$ cat config.mk
export PLATFORM = sky130hd
export DESIGN_NAME = ex_top
export DESIGN_NICKNAME = d
export VERILOG_FILES = /design/src/rtl/ex_pkg.sv /design/src/rtl/ex_operand_stage.sv /design/src/rtl/ex_alu.sv /design/src/rtl/ex_branch_unit.sv /design/src/rtl/ex_result_stage.sv /design/src/rtl/ex_top.sv
export SDC_FILE = /design/constraint.sdc
export NUM_CORES = 1
export LEC_CHECK = 0
export ABC_CLOCK_PERIOD_IN_PS = 6970
export BUFFER_PORTS_ARGS = -buffer_cell sky130_fd_sc_hd__buf_4
export CORE_UTILIZATION = 40
export DETAILED_ROUTE_END_ITERATION = 12
export SYNTH_ARGS = -nofsm -noshare
export SYNTH_HDL_FRONTEND = slang
export SYNTH_SLANG_ARGS = --single-unit
$ cat constraint.sdc
create_clock -name clk -period 6.97 [get_ports clk]
set_input_delay 1.0455 -clock clk [delete_from_list [all_inputs] [get_ports clk]]
set_output_delay 1.0455 -clock clk [all_outputs]
set_load 0.02 [all_outputs]
$ cat src/rtl/ex_pkg.sv
/*
 * Shared encodings for the execute stage.
 * Condition codes use the LEGv8 B.cond numbering. Only EQ, NE, LT, GE, MI
 * and AL are decoded, and any other code is never taken.
 * Unused ALU op codes fall back to passing operand B.
 */
package ex_pkg;

	// alu control field, 3 bits as driven by decode
	typedef enum logic [2:0] {
		ALU_PASS_B = 3'b000,
		ALU_ADD    = 3'b010,
		// a minus b
		ALU_SUB    = 3'b011,
		ALU_AND    = 3'b100,
		ALU_OR     = 3'b101,
		ALU_XOR    = 3'b110
	} alu_op_t;

	// kind of control transfer carried by the instruction
	typedef enum logic [2:0] {
		BR_NONE   = 3'd0,
		BR_UNCOND = 3'd1,
		// taken when the store-data register reads zero
		BR_CBZ    = 3'd2,
		BR_CBNZ   = 3'd3,
		// taken by the condition code against the flag register
		BR_COND   = 3'd4
	} br_kind_t;

	// condition field of B.cond
	typedef enum logic [3:0] {
		COND_EQ = 4'b0000,
		COND_NE = 4'b0001,
		COND_MI = 4'b0100,
		COND_GE = 4'b1010,
		COND_LT = 4'b1011,
		COND_AL = 4'b1110
	} cond_t;

endpackage

$ cat src/rtl/ex_operand_stage.sv
/*
 * ID/EX pipeline register with the operand B select.
 * Fields are captured only on issue. op_valid is a one-cycle marker and
 * drops on any cycle without issue; payload fields keep stale values then.
 * No stall input, the stage loads every issued instruction.
 */
`timescale 1ns/1ps

module ex_operand_stage import ex_pkg::*; #(
	parameter int DATA_WIDTH = 64
) (
	input  logic                  clk,
	input  logic                  reset,
	input  logic                  issue,
	input  logic [DATA_WIDTH-1:0] read_data1,
	input  logic [DATA_WIDTH-1:0] read_data2,
	input  logic [DATA_WIDTH-1:0] imm,
	input  logic [DATA_WIDTH-1:0] pc,
	input  logic [DATA_WIDTH-1:0] br_offset,
	input  alu_op_t               alu_op,
	input  logic                  alu_src,
	input  logic                  set_flags,
	input  br_kind_t              br_kind,
	input  cond_t                 cond,
	output logic                  op_valid,
	output logic [DATA_WIDTH-1:0] operand_a,
	output logic [DATA_WIDTH-1:0] operand_b,
	output logic [DATA_WIDTH-1:0] store_operand,
	output logic [DATA_WIDTH-1:0] pc_q,
	output logic [DATA_WIDTH-1:0] br_offset_q,
	output alu_op_t               alu_op_q,
	output logic                  set_flags_q,
	output br_kind_t              br_kind_q,
	output cond_t                 cond_q
);

	// valid marker, the only control state here
	always_ff @(posedge clk) begin
		if (reset)
			op_valid <= 1'b0;
		else
			op_valid <= issue;
	end

	// payload, loaded on issue and held otherwise
	always_ff @(posedge clk) begin
		if (issue) begin
			operand_a     <= read_data1;
			// immediate or data-transfer offset replaces rm
			operand_b     <= alu_src ? imm : read_data2;
			// rt for stores and cbz/cbnz, independent of alu_src
			store_operand <= read_data2;
			pc_q          <= pc;
			br_offset_q   <= br_offset;
			alu_op_q      <= alu_op;
			set_flags_q   <= set_flags;
			br_kind_q     <= br_kind;
			cond_q        <= cond;
		end
	end

endmodule

$ cat src/rtl/ex_alu.sv
/*
 * Combinational ALU for the execute stage.
 * Carry and overflow are only meaningful for add and subtract and read 0
 * for every other op. Subtract carry follows the ARM convention: the
 * carry out of a + ~b + 1, so carry set means no borrow.
 */
`timescale 1ns/1ps

module ex_alu import ex_pkg::*; #(
	parameter int DATA_WIDTH = 64
) (
	input  logic [DATA_WIDTH-1:0] a,
	input  logic [DATA_WIDTH-1:0] b,
	input  alu_op_t               op,
	output logic [DATA_WIDTH-1:0] result,
	output logic                  negative,
	output logic                  zero,
	output logic                  overflow,
	output logic                  carry_out
);

	localparam int MSB = DATA_WIDTH - 1;

	// one adder serves both add and subtract
	logic                  is_sub;
	logic [DATA_WIDTH-1:0] b_adj;
	logic [DATA_WIDTH:0]   sum_ext;
	logic [DATA_WIDTH-1:0] sum;
	logic                  sum_carry;
	logic                  sum_ovf;

	assign is_sub = (op == ALU_SUB);

	// invert b and inject the +1 through the carry-in for subtract
	assign b_adj   = is_sub ? ~b : b;
	assign sum_ext = {1'b0, a} + {1'b0, b_adj} + {{DATA_WIDTH{1'b0}}, is_sub};
	assign sum       = sum_ext[MSB:0];
	assign sum_carry = sum_ext[DATA_WIDTH];

	// signed overflow: operands agree in sign, sum does not
	assign sum_ovf = (a[MSB] == b_adj[MSB]) && (sum[MSB] != a[MSB]);

	always_comb begin
		result    = b;
		carry_out = 1'b0;
		overflow  = 1'b0;
		case (op)
			ALU_ADD,
			ALU_SUB: begin
				result    = sum;
				carry_out = sum_carry;
				overflow  = sum_ovf;
			end
			ALU_AND: begin
				result = a & b;
			end
			ALU_OR: begin
				result = a | b;
			end
			ALU_XOR: begin
				result = a ^ b;
			end
			// pass b, also covers the unused codes
			default: begin
				result = b;
			end
		endcase
	end

	// n and z come straight from the result for every op
	assign negative = result[MSB];
	assign zero     = (result == '0);

endmodule

$ cat src/rtl/ex_branch_unit.sv
/*
 * Branch target adder and taken decision.
 * br_offset is a word offset, already sign-extended by decode; the target
 * wraps at DATA_WIDTH bits. B.cond reads the flag register, so a flag
 * setter issued one cycle earlier is visible here.
 */
`timescale 1ns/1ps

module ex_branch_unit import ex_pkg::*; #(
	parameter int DATA_WIDTH = 64
) (
	input  logic [DATA_WIDTH-1:0] pc,
	input  logic [DATA_WIDTH-1:0] br_offset,
	input  logic [DATA_WIDTH-1:0] store_operand,
	input  br_kind_t              kind,
	input  cond_t                 cond,
	input  logic                  negative,
	input  logic                  zero,
	input  logic                  overflow,
	output logic [DATA_WIDTH-1:0] target,
	output logic                  taken
);

	logic [DATA_WIDTH-1:0] byte_offset;
	logic                  rt_zero;
	logic                  cond_true;

	// words to bytes, top two bits of the offset fall off
	assign byte_offset = {br_offset[DATA_WIDTH-3:0], 2'b00};
	assign target      = pc + byte_offset;

	// cbz / cbnz test the register, not the flags
	assign rt_zero = (store_operand == '0);

	// condition code against the stored flags
	always_comb begin
		case (cond)
			COND_EQ: cond_true = zero;
			COND_NE: cond_true = ~zero;
			// signed less-than
			COND_LT: cond_true = (negative != overflow);
			COND_GE: cond_true = (negative == overflow);
			COND_MI: cond_true = negative;
			COND_AL: cond_true = 1'b1;
			// undecoded codes never branch
			default: cond_true = 1'b0;
		endcase
	end

	always_comb begin
		case (kind)
			BR_UNCOND: begin
				taken = 1'b1;
			end
			BR_CBZ: begin
				taken = rt_zero;
			end
			BR_CBNZ: begin
				taken = ~rt_zero;
			end
			BR_COND: begin
				taken = cond_true;
			end
			// BR_NONE and spare kinds
			default: begin
				taken = 1'b0;
			end
		endcase
	end

endmodule

$ cat src/rtl/ex_result_stage.sv
/*
 * EX/MEM register and the NZVC flag register.
 * alu_flags_in is packed as {negative, zero, overflow, carry}.
 * Data outputs load on every valid op and hold between ops. br_taken and
 * result_valid are pulses. Flags load only for flag-setting ops.
 */
`timescale 1ns/1ps

module ex_result_stage #(
	parameter int DATA_WIDTH = 64
) (
	input  logic                  clk,
	input  logic                  reset,
	input  logic                  op_valid,
	input  logic                  set_flags,
	input  logic [DATA_WIDTH-1:0] alu_result_in,
	input  logic [3:0]            alu_flags_in,
	input  logic [DATA_WIDTH-1:0] store_operand,
	input  logic [DATA_WIDTH-1:0] target_in,
	input  logic                  taken_in,
	output logic                  result_valid,
	output logic [DATA_WIDTH-1:0] alu_result,
	output logic [DATA_WIDTH-1:0] store_data,
	output logic [DATA_WIDTH-1:0] br_target,
	output logic                  br_taken,
	output logic                  negative,
	output logic                  zero,
	output logic                  overflow,
	output logic                  carry_out
);

	// strobes, both follow op_valid by one edge
	always_ff @(posedge clk) begin
		if (reset) begin
			result_valid <= 1'b0;
			br_taken     <= 1'b0;
		end else begin
			result_valid <= op_valid;
			// a bubble must not look like a taken branch
			br_taken     <= op_valid & taken_in;
		end
	end

	// payload for the memory stage
	always_ff @(posedge clk) begin
		if (op_valid) begin
			alu_result <= alu_result_in;
			store_data <= store_operand;
			br_target  <= target_in;
		end
	end

	// flag register, also feeds B.cond of the next op
	always_ff @(posedge clk) begin
		if (reset) begin
			negative  <= 1'b0;
			zero      <= 1'b0;
			overflow  <= 1'b0;
			carry_out <= 1'b0;
		end else if (op_valid && set_flags) begin
			negative  <= alu_flags_in[3];
			zero      <= alu_flags_in[2];
			overflow  <= alu_flags_in[1];
			carry_out <= alu_flags_in[0];
		end
	end

endmodule

$ cat src/rtl/ex_top.sv
/*
 * Execute stage top. Inputs are sampled on issue; results appear with
 * result_valid two edges later. No stall or forwarding, the caller must
 * present operands already resolved.
 */
`timescale 1ns/1ps

module ex_top import ex_pkg::*; #(
	parameter int DATA_WIDTH = 64
) (
	input  logic                  clk,
	input  logic                  reset,
	input  logic                  issue,
	input  logic [DATA_WIDTH-1:0] read_data1,
	input  logic [DATA_WIDTH-1:0] read_data2,
	input  logic [DATA_WIDTH-1:0] pc,
	input  logic [DATA_WIDTH-1:0] imm,
	input  logic [DATA_WIDTH-1:0] br_offset,
	input  alu_op_t               alu_op,
	input  logic                  alu_src,
	input  logic                  set_flags,
	input  br_kind_t              br_kind,
	input  cond_t                 cond,
	output logic                  result_valid,
	output logic [DATA_WIDTH-1:0] alu_result,
	output logic [DATA_WIDTH-1:0] store_data,
	output logic [DATA_WIDTH-1:0] br_target,
	output logic                  br_taken,
	output logic                  negative,
	output logic                  zero,
	output logic                  overflow,
	output logic                  carry_out
);

	// operand stage to processing
	logic                  op_valid;
	logic [DATA_WIDTH-1:0] operand_a;
	logic [DATA_WIDTH-1:0] operand_b;
	logic [DATA_WIDTH-1:0] store_operand;
	logic [DATA_WIDTH-1:0] pc_q;
	logic [DATA_WIDTH-1:0] br_offset_q;
	alu_op_t               alu_op_q;
	logic                  set_flags_q;
	br_kind_t              br_kind_q;
	cond_t                 cond_q;

	// processing to result stage
	logic [DATA_WIDTH-1:0] alu_out;
	logic                  alu_n;
	logic                  alu_z;
	logic                  alu_v;
	logic                  alu_c;
	logic [DATA_WIDTH-1:0] target;
	logic                  taken;

	ex_operand_stage #(.DATA_WIDTH(DATA_WIDTH)) u_operand (
		.clk(clk), .reset(reset), .issue(issue),
		.read_data1(read_data1), .read_data2(read_data2), .imm(imm),
		.pc(pc), .br_offset(br_offset), .alu_op(alu_op), .alu_src(alu_src),
		.set_flags(set_flags), .br_kind(br_kind), .cond(cond),
		.op_valid(op_valid), .operand_a(operand_a), .operand_b(operand_b),
		.store_operand(store_operand), .pc_q(pc_q), .br_offset_q(br_offset_q),
		.alu_op_q(alu_op_q), .set_flags_q(set_flags_q), .br_kind_q(br_kind_q),
		.cond_q(cond_q)
	);

	ex_alu #(.DATA_WIDTH(DATA_WIDTH)) u_alu (
		.a(operand_a), .b(operand_b), .op(alu_op_q), .result(alu_out),
		.negative(alu_n), .zero(alu_z), .overflow(alu_v), .carry_out(alu_c)
	);

	// branch decision uses the registered flags, not the raw ALU ones
	ex_branch_unit #(.DATA_WIDTH(DATA_WIDTH)) u_branch (
		.pc(pc_q), .br_offset(br_offset_q), .store_operand(store_operand),
		.kind(br_kind_q), .cond(cond_q), .negative(negative), .zero(zero),
		.overflow(overflow), .target(target), .taken(taken)
	);

	ex_result_stage #(.DATA_WIDTH(DATA_WIDTH)) u_result (
		.clk(clk), .reset(reset), .op_valid(op_valid), .set_flags(set_flags_q),
		.alu_result_in(alu_out), .alu_flags_in({alu_n, alu_z, alu_v, alu_c}),
		.store_operand(store_operand), .target_in(target), .taken_in(taken),
		.result_valid(result_valid), .alu_result(alu_result),
		.store_data(store_data), .br_target(br_target), .br_taken(br_taken),
		.negative(negative), .zero(zero), .overflow(overflow),
		.carry_out(carry_out)
	);

endmodule

* Word level (Yosys, flattened, before mapping)
Cells that the tools add are included.
** Cells by class
- Reductions and logical operators :: 6
- Eq/ne operators :: 18
- Add/subtract/negate cells :: 3
- Multiplexer cells :: 7
- Bitwise gates (word level) :: 7
** Operators with widths (count)
- one-hot mux 64 bit (4 select lines) :: 1
- logical NOT 64 bit :: 2
- 2-to-1 mux 64 bit :: 2
- adder 64 x 64 -> 65 bit :: 1
- adder 65 x 1 -> 65 bit :: 1
- adder 64 bit :: 1
- AND 64 bit :: 1
- inverter 64 bit :: 1
- OR 64 bit :: 1
- XOR 64 bit :: 1
- equality test 3 x 2 -> 1 bit, second input constant :: 4
- equality test 3 bit, second input constant :: 4
- equality test 4 bit, second input constant :: 3
- one-hot mux 1 bit (6 select lines) :: 1
- equality test 4 x 1 -> 1 bit, second input constant :: 1
- equality test 4 x 3 -> 1 bit, second input constant :: 1
- logical NOT 4 bit :: 1
- one-hot mux 1 bit (4 select lines) :: 1
- equality test 3 x 1 -> 1 bit, second input constant :: 1
- equality test 1 bit :: 2
- logical AND 1 bit :: 2
- 2-to-1 mux 1 bit :: 2
- != test 1 bit :: 2
- inverter 1 bit :: 2
- other kinds (2) :: 2
** Word-level totals
- Word-level logic and storage cells :: 60
- Register bits :: 528

* Logic depth before layout (Yosys ltp)
Gate-level depths: netlist (run 1).
- Depth in word-level cells :: 7
- Gate-level depth with buffers :: 26
- Gate-level depth less buffers :: 18

* By module
A second synthesis (run 1) with hierarchy kept.
** Second synthesis, totals
- Cells, all modules :: 2665
- Area, all modules :: 31230.0 µm²
** By module, submodules not included
- ex_operand_stage :: instances 1, area each 11043.1 µm², cells an instance 404
- ex_alu :: instances 1, area each 10156.0 µm², cells an instance 1441
- ex_result_stage :: instances 1, area each 6004.5 µm², cells an instance 214
- ex_branch_unit :: instances 1, area each 4026.4 µm², cells an instance 606

* Worst setup path before layout (run 1)
No wires, ideal clock.
- Path kind :: register to register
- From :: register u_operand.alu_op_q[0]
- To :: register u_result.zero
- Path slack :: -0.251 ns
- Period minus slack after synthesis :: 7.221 ns
- Arrival time :: 7.111 ns
- Buffers on the path :: 9
- Stages on the path, launching flop included :: 26
- Setup time :: 0.110 ns
- Data required time :: 6.860 ns
- Cells stage by stage :: edfxtp_1 > clkbuf_1 > clkbuf_1 > clkbuf_1 > buf_1 > clkbuf_1 > clkbuf_1 > clkbuf_1 > nand2_1 > clkbuf_1 > xnor2_1 > ha_1 > buf_2 > and4_1 > o221a_2 > o211ai_2 > a211oi_2 > nor2_4 > xnor2_1 > mux4_2 > or4_1 > or4_1 > or4_1 > nor4_1 > nand3_1 > o41ai_2
** Between the ends
- Word-level cells in the longest chain between the ends :: 6
- Elaborated cells on any way between the ends :: 11
- Classes of those cells :: 2 x add/sub; 5 x eq/ne; 2 x mux; 2 x reduce/logical
** Ends and longest elaborated chain
- from (decl) :: line ex_operand_stage.sv:31 : output alu_op_t alu_op_q,
- from (signal assigned) :: line ex_operand_stage.sv:55 : alu_op_q <= alu_op;
- equality test 3 x 2 -> 1 bit :: line ex_alu.sv:32, ex_alu.sv:47
- 2-to-1 mux 64 bit :: line ex_alu.sv:35 : assign b_adj = is_sub ? ~b : b;
- adder 64 x 64 -> 65 bit :: line ex_alu.sv:36 : assign sum_ext = {1'b0, a} + {1'b0, b_adj} + {{DATA_WIDTH{1'b0}}, is_sub};
- adder 65 x 1 -> 65 bit :: line ex_alu.sv:36
- one-hot mux 64 bit (4 select lines) * :: line ex_alu.sv:47 : case (op)
- net alu_out[31] :: line ex_top.sv:48 : logic [DATA_WIDTH-1:0] alu_out;
- logical NOT 64 bit * :: line ex_alu.sv:72 : assign zero = (result == '0);
- to (signal assigned) :: line ex_result_stage.sv:62 : zero <= alu_flags_in[2];
- to (decl) :: line ex_result_stage.sv:27 : output logic zero,
Mark *: on every way through the listed nets, which the timed path passes. The rest lies on a longest branch.
A chain may end at the register's enable or synchronous reset.

* Worst setup path in the final report (run 1)
- From :: register u_operand.alu_op_q[1]
- To :: register u_result.zero
** Between the ends
- Word-level cells in the longest chain between the ends :: 6
- Elaborated cells on any way between the ends :: 11
- Classes of those cells :: 2 x add/sub; 5 x eq/ne; 2 x mux; 2 x reduce/logical
** Ends and longest elaborated chain (line)
- equality test 3 x 2 -> 1 bit :: ex_alu.sv:32, ex_alu.sv:47
- 2-to-1 mux 64 bit :: ex_alu.sv:35
- adder 64 x 64 -> 65 bit :: ex_alu.sv:36
- adder 65 x 1 -> 65 bit :: ex_alu.sv:36
- one-hot mux 64 bit (4 select lines) * :: ex_alu.sv:47
- logical NOT 64 bit * :: ex_alu.sv:72
Every way passes the cells marked *; elsewhere a longest branch is shown, timed or not.

==> results of run 1 <==
-- cells in the final DEF (no fill, tap or decap), types with 117 or more instances in the layout --
master    Yosys  layout
inv_1       204     203
buf_4         1     556
ha_1        267     267
nor2_1      117     117
nand2_1     153     152
xnor2_1     124     124
edfxtp_1    521     521
o21ai_0     157     157
a21oi_1     172     172
-- through the flow --
stage          setup slack (ns)  instance area [sq um]  std cells  hold WS [ns]
3_3_place_gp               1.05                  35000       3934         0.400
5_1_grt                   0.719                  37000       4050         0.424
2_1_floorplan             0.112                  30000       2505         0.400
6_report                  0.821                  37000       4051         0.432
3_5_place_dp               1.01                  35000       3934         0.408
4_1_cts                   0.948                  37000       4042         0.423
-- cell type report --
class / count / area (sq um)
timing repair buffer: 559 / 4230
tap: 959 / 1200
multi-input combinational: 1684 / 13100
antenna: 9 / 22.5
fill: 6608 / 36500
inverter: 204 / 766
sequential: 528 / 15800
clock buffer: 71 / 1530
clock inverter: 37 / 444
-- flip-flops by register name, indices dropped and copies added, names as in the netlist, 3 cells and up --
| register | cells |
|---|---|
| u_operand.operand_b | 64 |
| u_result.alu_result | 64 |
| u_operand.pc_q | 64 |
| u_operand.cond_q | 4 |
| u_operand.br_kind_q | 3 |
| u_operand.operand_a | 64 |
| u_operand.store_operand | 64 |
| u_operand.alu_op_q | 3 |
| u_result.store_data | 64 |
| u_operand.br_offset_q | 62 |
| u_result.br_target | 64 |
-- kinds of logic (layout without fill, tap and decap cells) --
| family | count (synthesis) | after routing | share of synthesized area |
|---|---|---|---|
| mux | 115 | 115 | 0.0563 |
| xor+xnor | 166 | 166 | 0.0485 |
| compound gates | 627 | 627 | 0.134 |
| flops | 528 | 528 | 0.527 |
| other cells | 0 | 9 | 0 |
| simple gates | 507 | 507 | 0.0836 |
| buf+inv | 293 | 871 | 0.0375 |
| fa+ha+maj | 269 | 269 | 0.113 |
-- Yosys cell counts, drive strengths merged (6+ instances only) --
master    n  share of area
a211o    10         0.0029
a21o     68          0.017
nand3    38         0.0063
xnor2   124          0.036
a31oi    13         0.0027
o211ai   16         0.0042
nand2   154          0.019
and4      9         0.0026
o31ai     6         0.0015
o21bai   21         0.0053
dfxtp     7         0.0047
o221ai    9         0.0026
o21ai   164          0.028
or2      10         0.0021
a22oi    35         0.0088
nand4    39         0.0081
xor2     42          0.012
and3     11         0.0023
or4       7         0.0018
nor3     30         0.0050
a211oi   16         0.0042
o21a     18         0.0045
nor2b    18         0.0038
inv     204          0.026
ha      267           0.11
nor4     25         0.0052
buf      18         0.0030
mux2     69          0.026
mux2i    10         0.0033
nor2    118          0.015
a21oi   174          0.029
nand2b   14         0.0029
a21boi   10         0.0025
clkbuf   71         0.0089
edfxtp  521           0.52
and2      8         0.0017
o31a      6         0.0018
a221o     7         0.0023
mux4     36          0.027
-- power groups by stage --
stage / sequential (mW) / combinational [mW] / clock [mW]
2_1_floorplan: 4.24 / 1.51 / 0
3_3_place_gp: 4.14 / 2.60 / 0
3_5_place_dp: 4.15 / 2.63 / 0
4_1_cts: 4.09 / 2.65 / 3.25
5_1_grt: 4.11 / 2.90 / 3.35
6_report: 4.09 / 2.66 / 3.16
-- metal layers --
metal	share of wire	wire length [um]
met5	0.0016	157
met4	0.040	3840
met1	0.43	41500
met3	0.074	7130
met2	0.46	44300
-- how the worst max path moves through the flow --
stage	slack (ns)	to	cells past startpoint
after detailed placement	1.01	u_result.zero	18
after floorplan	0.11	u_result.zero	25
final	0.82	u_result.zero	18
after global placement	1.05	u_result.zero	18
after CTS	0.95	u_result.zero	18
after global routing	0.72	u_result.zero	18
==> reports/qor.yml, run 1 <==
die-area_sq_mm: 0.0760
hp-class: "flop to flop"
coreArea_sq_mm: 0.0736
clkLatencyLatePin_ns: 0.65
clkTransAtPathRegs_ns: 0.07
cts_made_buffers: 58
vias_per_cell: 5.54
ctsResizeCount: 0
post_cts_buffers: 0
use_met1: 0.335
grt.overflow.total: 0
p_per_area_mw_per_mm2: 267
r2r-end: "u_result.zero"
final_net_count: 3639
status: "complete, no violations"
drtPass1Iterations: 6
path_buf_inv: 1
cp-start-kind: "flop"
met3_usage: 0.0577
worstMarginPinSlew_ns: 1.35
drv_slew: 0
antenna_found_initial: 23
vias: 22400
required_ns: 7.49
p_comb_frac: 0.268
startpoint: "u_operand.alu_op_q[1]"
grt_setup_unrepaired: "false"
wire_per_inst_um: 23.9
hold_viol: 0
min_from: "u_operand.pc_q[0]"
die_y_um: 276
cpPeakStageDelay_ns: 0.76
final.min_clock_period_ns: 6.15
gp_congestion: 0.967
skew_ns: 0.0446
internal_power_mw: 6.82
whs_path_depth: 0
swShare: 0.311
initial_core_util: 0.407
r2r.worst_path.cells: 18
yosysUniqueCellTypes: 90
seqPwrFrac: 0.413
finalSetupViolations: 0
p_leak_nw: 15.2
grt_pass1_wl_mm: 140
grt_max_degree: 131
clock_sinks: 528
syn-cell-area_sq_mm: 0.0300
finalPower_mw: 9.91
synth-main-ff-cell: "edfxtp_1"
ys_seq_area_frac: 0.527
ys_ff_latch: 528
drv_cap: 0
cts_tree: "done"
clockBufferDepth: 3
synth_edf_count: 521
busiest_layer: "met2"
critPathMaxFanout: 20
drt-initial-drc-count: 1840
ir_worst_vdd_mv: 0.203
synth_cells: 2505
area_growth_pct: 23.7
fmax_mhz: 163
post-route-drc-count: 0
drive_above_1_share: 0.253
synth_warnings: 0
hpwl_mm: 75.1
p_clk_frac: 0.319
cp_top_family: "simple AND/OR/NAND/NOR gates"
grt_pass1_vias: 22200
avgSynthCellArea_sq_um: 12.0
utilization: 0.503
r2r_start: "u_operand.alu_op_q[1]"
cp.arrival_ns: 6.67
rows: 99
routed_wl_mm: 96.9
htreeDepth: 2
syn-num-nets: 3109
async_reset_ff_frac: 0
tns_ns: 0
r2r_slack_ns: 0.82
cp-end-kind: "flop"
p_switching_mw: 3.08
met2_usage: 0.391
clockRootBuffer: "clkbuf_16"
path_class: "flop to flop"
boundaryPins: 533
slowest_stage: "a2111oi_1"
cts_hold_buf: 0
io_buffers: 530
relSlewSlack: 0.0906
period_share: 0.882
hold_end: "u_result.br_target[0]"
die_w_um: 276
crit_chain: "nor2b_2 > nand2_4 > buf_4 > xnor2_1 > ha_1 > nand3b_1 > a2111oi_1 > or2_1 > nor3_1 > or4_1 > a2111o_1 > nor3_1 > nand4b_1 > or4_1 > nor4_1 > and4_1 > nand3_1 > o41ai_2"
grtUsageTotal: 0.250
ant_nets: 0
No activity file was read; power rests on OpenSTA's default activity.
==> run 2, diff against run 1 <==
--- a/config.mk
+++ b/config.mk
@@ -9,6 +9,7 @@
 export BUFFER_PORTS_ARGS = -buffer_cell sky130_fd_sc_hd__buf_4
 export CORE_UTILIZATION = 40
 export DETAILED_ROUTE_END_ITERATION = 12
+export GPL_TIMING_DRIVEN = 0
 export SYNTH_ARGS = -nofsm -noshare
 export SYNTH_HDL_FRONTEND = slang
 export SYNTH_SLANG_ARGS = --single-unit
==> run 2 against run 1 <==
Register-to-register slack lost 0.66 ns. Wire length grew 6.6%. Setup slack lost 0.66 ns. Critical path depth grew 5. Via count grew 2.7%. Cell area grew 0.61%. Combinational power grew 3%. Count of clock-buffer cells in the layout shrank 3. Worst hold slack lost 0.011 ns. Critical path type unchanged. Critical endpoint unchanged.
==> reports/qor.yml, run 2 (synthesized netlist as in run 1, its figures left out) <==
status: "complete, no violations"
drv_cap: 0
clockRootBuffer: "clkbuf_16"
die-area_sq_mm: 0.0760
post-route-drc-count: 0
finalSetupViolations: 0
p_clk_frac: 0.295
swShare: 0.324
drive_above_1_share: 0.249
ir_worst_vdd_mv: 0.199
cts_tree: "done"
mostFrequentLayoutCells: "535 x buf_4, 521 x edfxtp_1, 267 x ha_1"
final_net_count: 3705
required_ns: 7.50
critPathMaxFanout: 10
routed_wl_mm: 103
cts_hold_buf: 0
drtPass1Iterations: 6
grt_pass1_vias: 22600
fmax_mhz: 147
cp-start-kind: "flop"
drv_slew: 0
grtUsageTotal: 0.264
rows: 99
fill_cells: 6634
cp.arrival_ns: 7.34
clockBufferDepth: 3
grt_pass1_wl_mm: 146
multiInputGateArea_sq_mm: 0.0131
die_w_um: 276
seqPwrFrac: 0.421
clock_sinks: 528
initial_core_util: 0.407
ant_nets: 0
period_share: 0.977
hold_viol: 0
p_per_area_mw_per_mm2: 260
cp-end-kind: "flop"
vias_per_cell: 5.60
boundaryPins: 533
hpwl_mm: 81.1
wire_per_inst_um: 25.1
path_class: "flop to flop"
vias: 23000
die_y_um: 276
regArea_sq_mm: 0.0158
grt.overflow.total: 0
p_switching_mw: 3.14
area_growth_pct: 24.4
internal_power_mw: 6.55
coreArea_sq_mm: 0.0736
grt_setup_unrepaired: "false"
tns_ns: 0
p_leak_nw: 15.3
antenna_found_initial: 17
detailedPlace.worstSlack_ns: -3.55
clkTransAtPathRegs_ns: 0.06
p_comb_frac: 0.284
relSlewSlack: 0.0300
fin_cells: 4111
skew_ns: 0.0383
setup_ws_ns: 0.160
io_buffers: 529
grt_max_degree: 92
final.min_clock_period_ns: 6.81
worstMarginPinSlew_ns: 1.46
finalPower_mw: 9.69
cts_made_buffers: 57
hp-class: "flop to flop"
layout.cells.most_common: "buf_4"
htreeDepth: 2
gp_congestion: 0.968
dp.cells: 3999
clkLatencyLatePin_ns: 0.65
drt-initial-drc-count: 2110
-- run 2: layout make-up --
class                   count  share of cell area
repair buffers            541               0.112
flip-flops and latches    528               0.424
well taps                 959              0.0322
multi-input cells        1684               0.352
clock buffers              68              0.0394
diodes                     10            0.000671
plain buffers              85              0.0117
inverters                 204              0.0205
clock inverters            32             0.00712
-- run 2: per-stage QoR --
step | cell area (sq um) | hold WS, ns | util
after global routing | 37300 | 0.439 | 0.506
after detailed placement | 35300 | 0.411 | 0.480
after floorplan | 30000 | 0.400 | -
final | 37300 | 0.421 | 0.507
after global placement | 35100 | 0.402 | 0.478
after CTS | 37200 | 0.424 | 0.505
-- run 2: worst max-delay path, stage by stage (launching register included) --
cell,delay (ns)
edfxtp_1,0.38
buf_4,0.19
nor2b_1,0.11
clkbuf_4,0.25
clkbuf_8,0.27
buf_6,0.22
nand2_4,0.15
clkbuf_8,0.24
xnor2_1,0.15
ha_1,0.27
buf_2,0.20
and4_2,0.30
o221a_2,0.27
o211ai_2,0.19
a211oi_4,0.38
nor2_4,0.07
xnor2_1,0.17
mux4_2,0.56
or4_1,0.61
or4_1,0.49
or4_4,0.48
nor4_2,0.23
nand3_1,0.16
o41ai_2,0.31
-- run 2: timing repair --
item                       4_1_cts  5_1_grt
buffers inserted                 2        3
resized for setup               41       11
cloned                           0        1
pin swaps                        1        1
setup endpoints to repair       63        1
-- run 2: path summary, 6_finish.rpt --
path	startpoint	end	slack, ns	cells past startpoint
max	u_operand.alu_op_q[2]	u_result.zero	0.16	23
min	u_operand.pc_q[0]	u_result.br_target[0]	0.42	0
max reg2reg	u_operand.alu_op_q[2]	u_result.zero	0.16	23
min reg2reg	u_operand.pc_q[0]	u_result.br_target[0]	0.42	0
-- run 2: metal layers --
| layer | global-route usage | vias to the layer above | share of wire |
|---|---|---|---|
| met1 | 0.354 | 11400 | 0.43 |
| met2 | 0.431 | 883 | 0.47 |
| met4 | 0.0808 | 14 | 0.029 |
| li1 | - | 10600 | - |
| met3 | 0.0504 | 171 | 0.069 |
| met5 | 0 | - | 0.00087 |
-- run 2: power by group through the flow --
stage / Sequential [mW] / Combinational, mW / Clock, mW
after floorplan: 4.24 / 1.51 / 0
after global placement: 4.18 / 2.63 / 0
after detailed placement: 4.14 / 2.68 / 0
after CTS: 4.08 / 2.71 / 2.93
after global routing: 4.10 / 2.98 / 3.04
final: 4.08 / 2.75 / 2.86
==> run 3, diff against run 2 <==
--- a/config.mk
+++ b/config.mk
@@ -8,8 +8,10 @@
 export ABC_CLOCK_PERIOD_IN_PS = 6970
 export BUFFER_PORTS_ARGS = -buffer_cell sky130_fd_sc_hd__buf_4
 export CORE_UTILIZATION = 40
+export CTS_BUF_LIST = sky130_fd_sc_hd__clkbuf_16
 export DETAILED_ROUTE_END_ITERATION = 12
 export GPL_TIMING_DRIVEN = 0
+export SKIP_CTS_REPAIR_TIMING = 1
 export SYNTH_ARGS = -nofsm -noshare
 export SYNTH_HDL_FRONTEND = slang
 export SYNTH_SLANG_ARGS = --single-unit
==> run 3 against run 2 <==
Register-to-register slack got worse by 0.08 ns. Core utilization about the same. Cell count barely moved. Die area did not move. Critical path depth unchanged. Power decreased by 0.14%. Clock skew hardly changed. Critical path type unchanged. Combinational power barely moved. Critical endpoint unchanged.
==> reports/qor.yml, run 3 (synthesized netlist as in run 1, its figures left out) <==
required_ns: 7.50
utilization: 0.507
r2r.worst_path.cells: 23
cp-end-kind: "flop"
grt.overflow.total: 0
rows: 99
grtUsageTotal: 0.264
r2r_start: "u_operand.alu_op_q[0]"
htreeDepth: 2
critPathMaxFanout: 14
coreArea_sq_mm: 0.0736
fmax_mhz: 145
drv_slew: 0
cts_made_buffers: 57
layout.cells.most_common: "buf_4"
hold_viol: 0
relSlewSlack: 0.0148
initial_core_util: 0.407
drt-initial-drc-count: 2124
min_from: "u_operand.pc_q[0]"
grt_setup_unrepaired: "false"
hp-class: "flop to flop"
status: "complete, no violations"
detailedPlace.worstSlack_ns: -3.55
hold_ws_ns: 0.427
p_per_area_mw_per_mm2: 259
grt_max_degree: 92
die-area_sq_mm: 0.0760
cpPeakStageDelay_ns: 0.59
fill_cells: 6634
die_w_um: 276
mostFrequentLayoutCells: "535 x buf_4, 521 x edfxtp_1, 267 x ha_1"
path_class: "flop to flop"
fin_area_sq_mm: 0.0373
cp.arrival_ns: 7.42
drive_above_1_share: 0.249
die_y_um: 276
cp_top_family: "simple AND/OR/NAND/NOR gates"
crit_chain: "buf_4 > buf_6 > buf_6 > buf_6 > buf_16 > nand2_4 > clkbuf_4 > xnor2_1 > ha_1 > nand2_1 > a2111oi_2 > or2_1 > buf_2 > nor3_1 > or4_1 > a2111o_1 > nor3_2 > nand4b_1 > or4_1 > nor4_2 > and4_2 > nand3_1 > o41ai_2"
vias: 23000
clockBufferDepth: 3
hold_end: "u_result.br_target[0]"
drv_cap: 0
io_buffers: 529
path_buf_inv: 7
cp-start-kind: "flop"
routed_wl_mm: 103
whs_path_depth: 0
clkLatencyLatePin_ns: 0.65
vias_per_cell: 5.59
gp_congestion: 0.968
r2r-end: "u_result.zero"
area_growth_pct: 24.5
period_share: 0.988
cts_tree: "done"
post-route-drc-count: 0
final.min_clock_period_ns: 6.89
clock_sinks: 528
skew_ns: 0.0384
ant_nets: 0
antenna_found_initial: 19
drtPass1Iterations: 8
r2r_slack_ns: 0.08
ir_worst_vdd_mv: 0.199
grt_pass1_wl_mm: 146
clockRootBuffer: "clkbuf_16"
final_net_count: 3705
worstMarginPinSlew_ns: 1.48
slowest_stage: "or4_1"
cpMostUsedCell: "buf_6"
boundaryPins: 533
wire_per_inst_um: 25.1
finalSetupViolations: 0
dpl-instance-area_sq_mm: 0.0353
hpwl_mm: 81.1
p_leak_nw: 15.3
clkTransAtPathRegs_ns: 0.06
grt_pass1_vias: 22700
setup_ws_ns: 0.0846
## run 3: how the worst max path moves through the flow
stage	start	endpoint	slack, ns	cells past startpoint
finish	u_operand.alu_op_q[0]	u_result.zero	0.08	23
global route	u_operand.alu_op_q[0]	u_result.zero	0.01	23
CTS	u_operand.alu_op_q[0]	u_result.zero	-3.63	25
detailed placement	u_operand.alu_op_q[0]	u_result.zero	-3.55	25
global placement	u_operand.alu_op_q[0]	u_result.zero	-3.58	25
floorplan	u_operand.alu_op_q[0]	u_result.zero	0.11	25
## run 3: area by class of cell
| type | instances | area [sq um] | area share |
|---|---|---|---|
| repair buffers | 540 | 4200 | 0.113 |
| plain buffers | 86 | 428 | 0.0115 |
| flip-flops and latches | 528 | 15800 | 0.423 |
| well taps | 959 | 1200 | 0.0322 |
| clock buffers | 57 | 1430 | 0.0383 |
| inverters | 204 | 766 | 0.0205 |
| diodes | 9 | 22.5 | 0.000604 |
| multi-input cells | 1684 | 13100 | 0.353 |
| clock inverters | 43 | 307 | 0.00822 |
## run 3: where the power goes
part / switching (mW) / total [mW] / leakage (nW) / internal (mW)
logic: 1.65 / 2.76 / 9.37 / 1.10
registers: 0.199 / 4.08 / 5.07 / 3.88
clock network: 1.29 / 2.84 / 0.898 / 1.56
## run 3: worst register-to-register path, stage by stage, from the launching register on
cell and delay [ns]:
edfxtp_1 0.42, buf_4 0.23, buf_6 0.21, buf_6 0.21
buf_6 0.24, buf_16 0.21, nand2_4 0.14, clkbuf_4 0.33
xnor2_1 0.23, ha_1 0.40, nand2_1 0.13, a2111oi_2 0.47
or2_1 0.17, buf_2 0.17, nor3_1 0.08, or4_1 0.55
a2111o_1 0.48, nor3_2 0.28, nand4b_1 0.25, or4_1 0.59
nor4_2 0.21, and4_2 0.34, nand3_1 0.14, o41ai_2 0.31
## run 3: through the flow
| stage | setup TNS (ns) | std cells | total power [mW] |
|---|---|---|---|
| after global routing | 0 | 4107 | 10.1 |
| final | 0 | 4110 | 9.68 |
| after global placement | -209.11 | 3993 | 6.80 |
| after floorplan | 0 | 2505 | 5.75 |
| after CTS | -83.57 | 4099 | 9.70 |
| after detailed placement | -80.88 | 3999 | 6.82 |
## run 3: layer usage
metal | global-route usage | wire [um] | up-vias
met5 | 0 | 117 | -
met4 | 0.110 | 4110 | 18
met3 | 0.0593 | 8470 | 203
met2 | 0.418 | 47800 | 979
met1 | 0.348 | 42700 | 11200
li1 | - | - | 10600
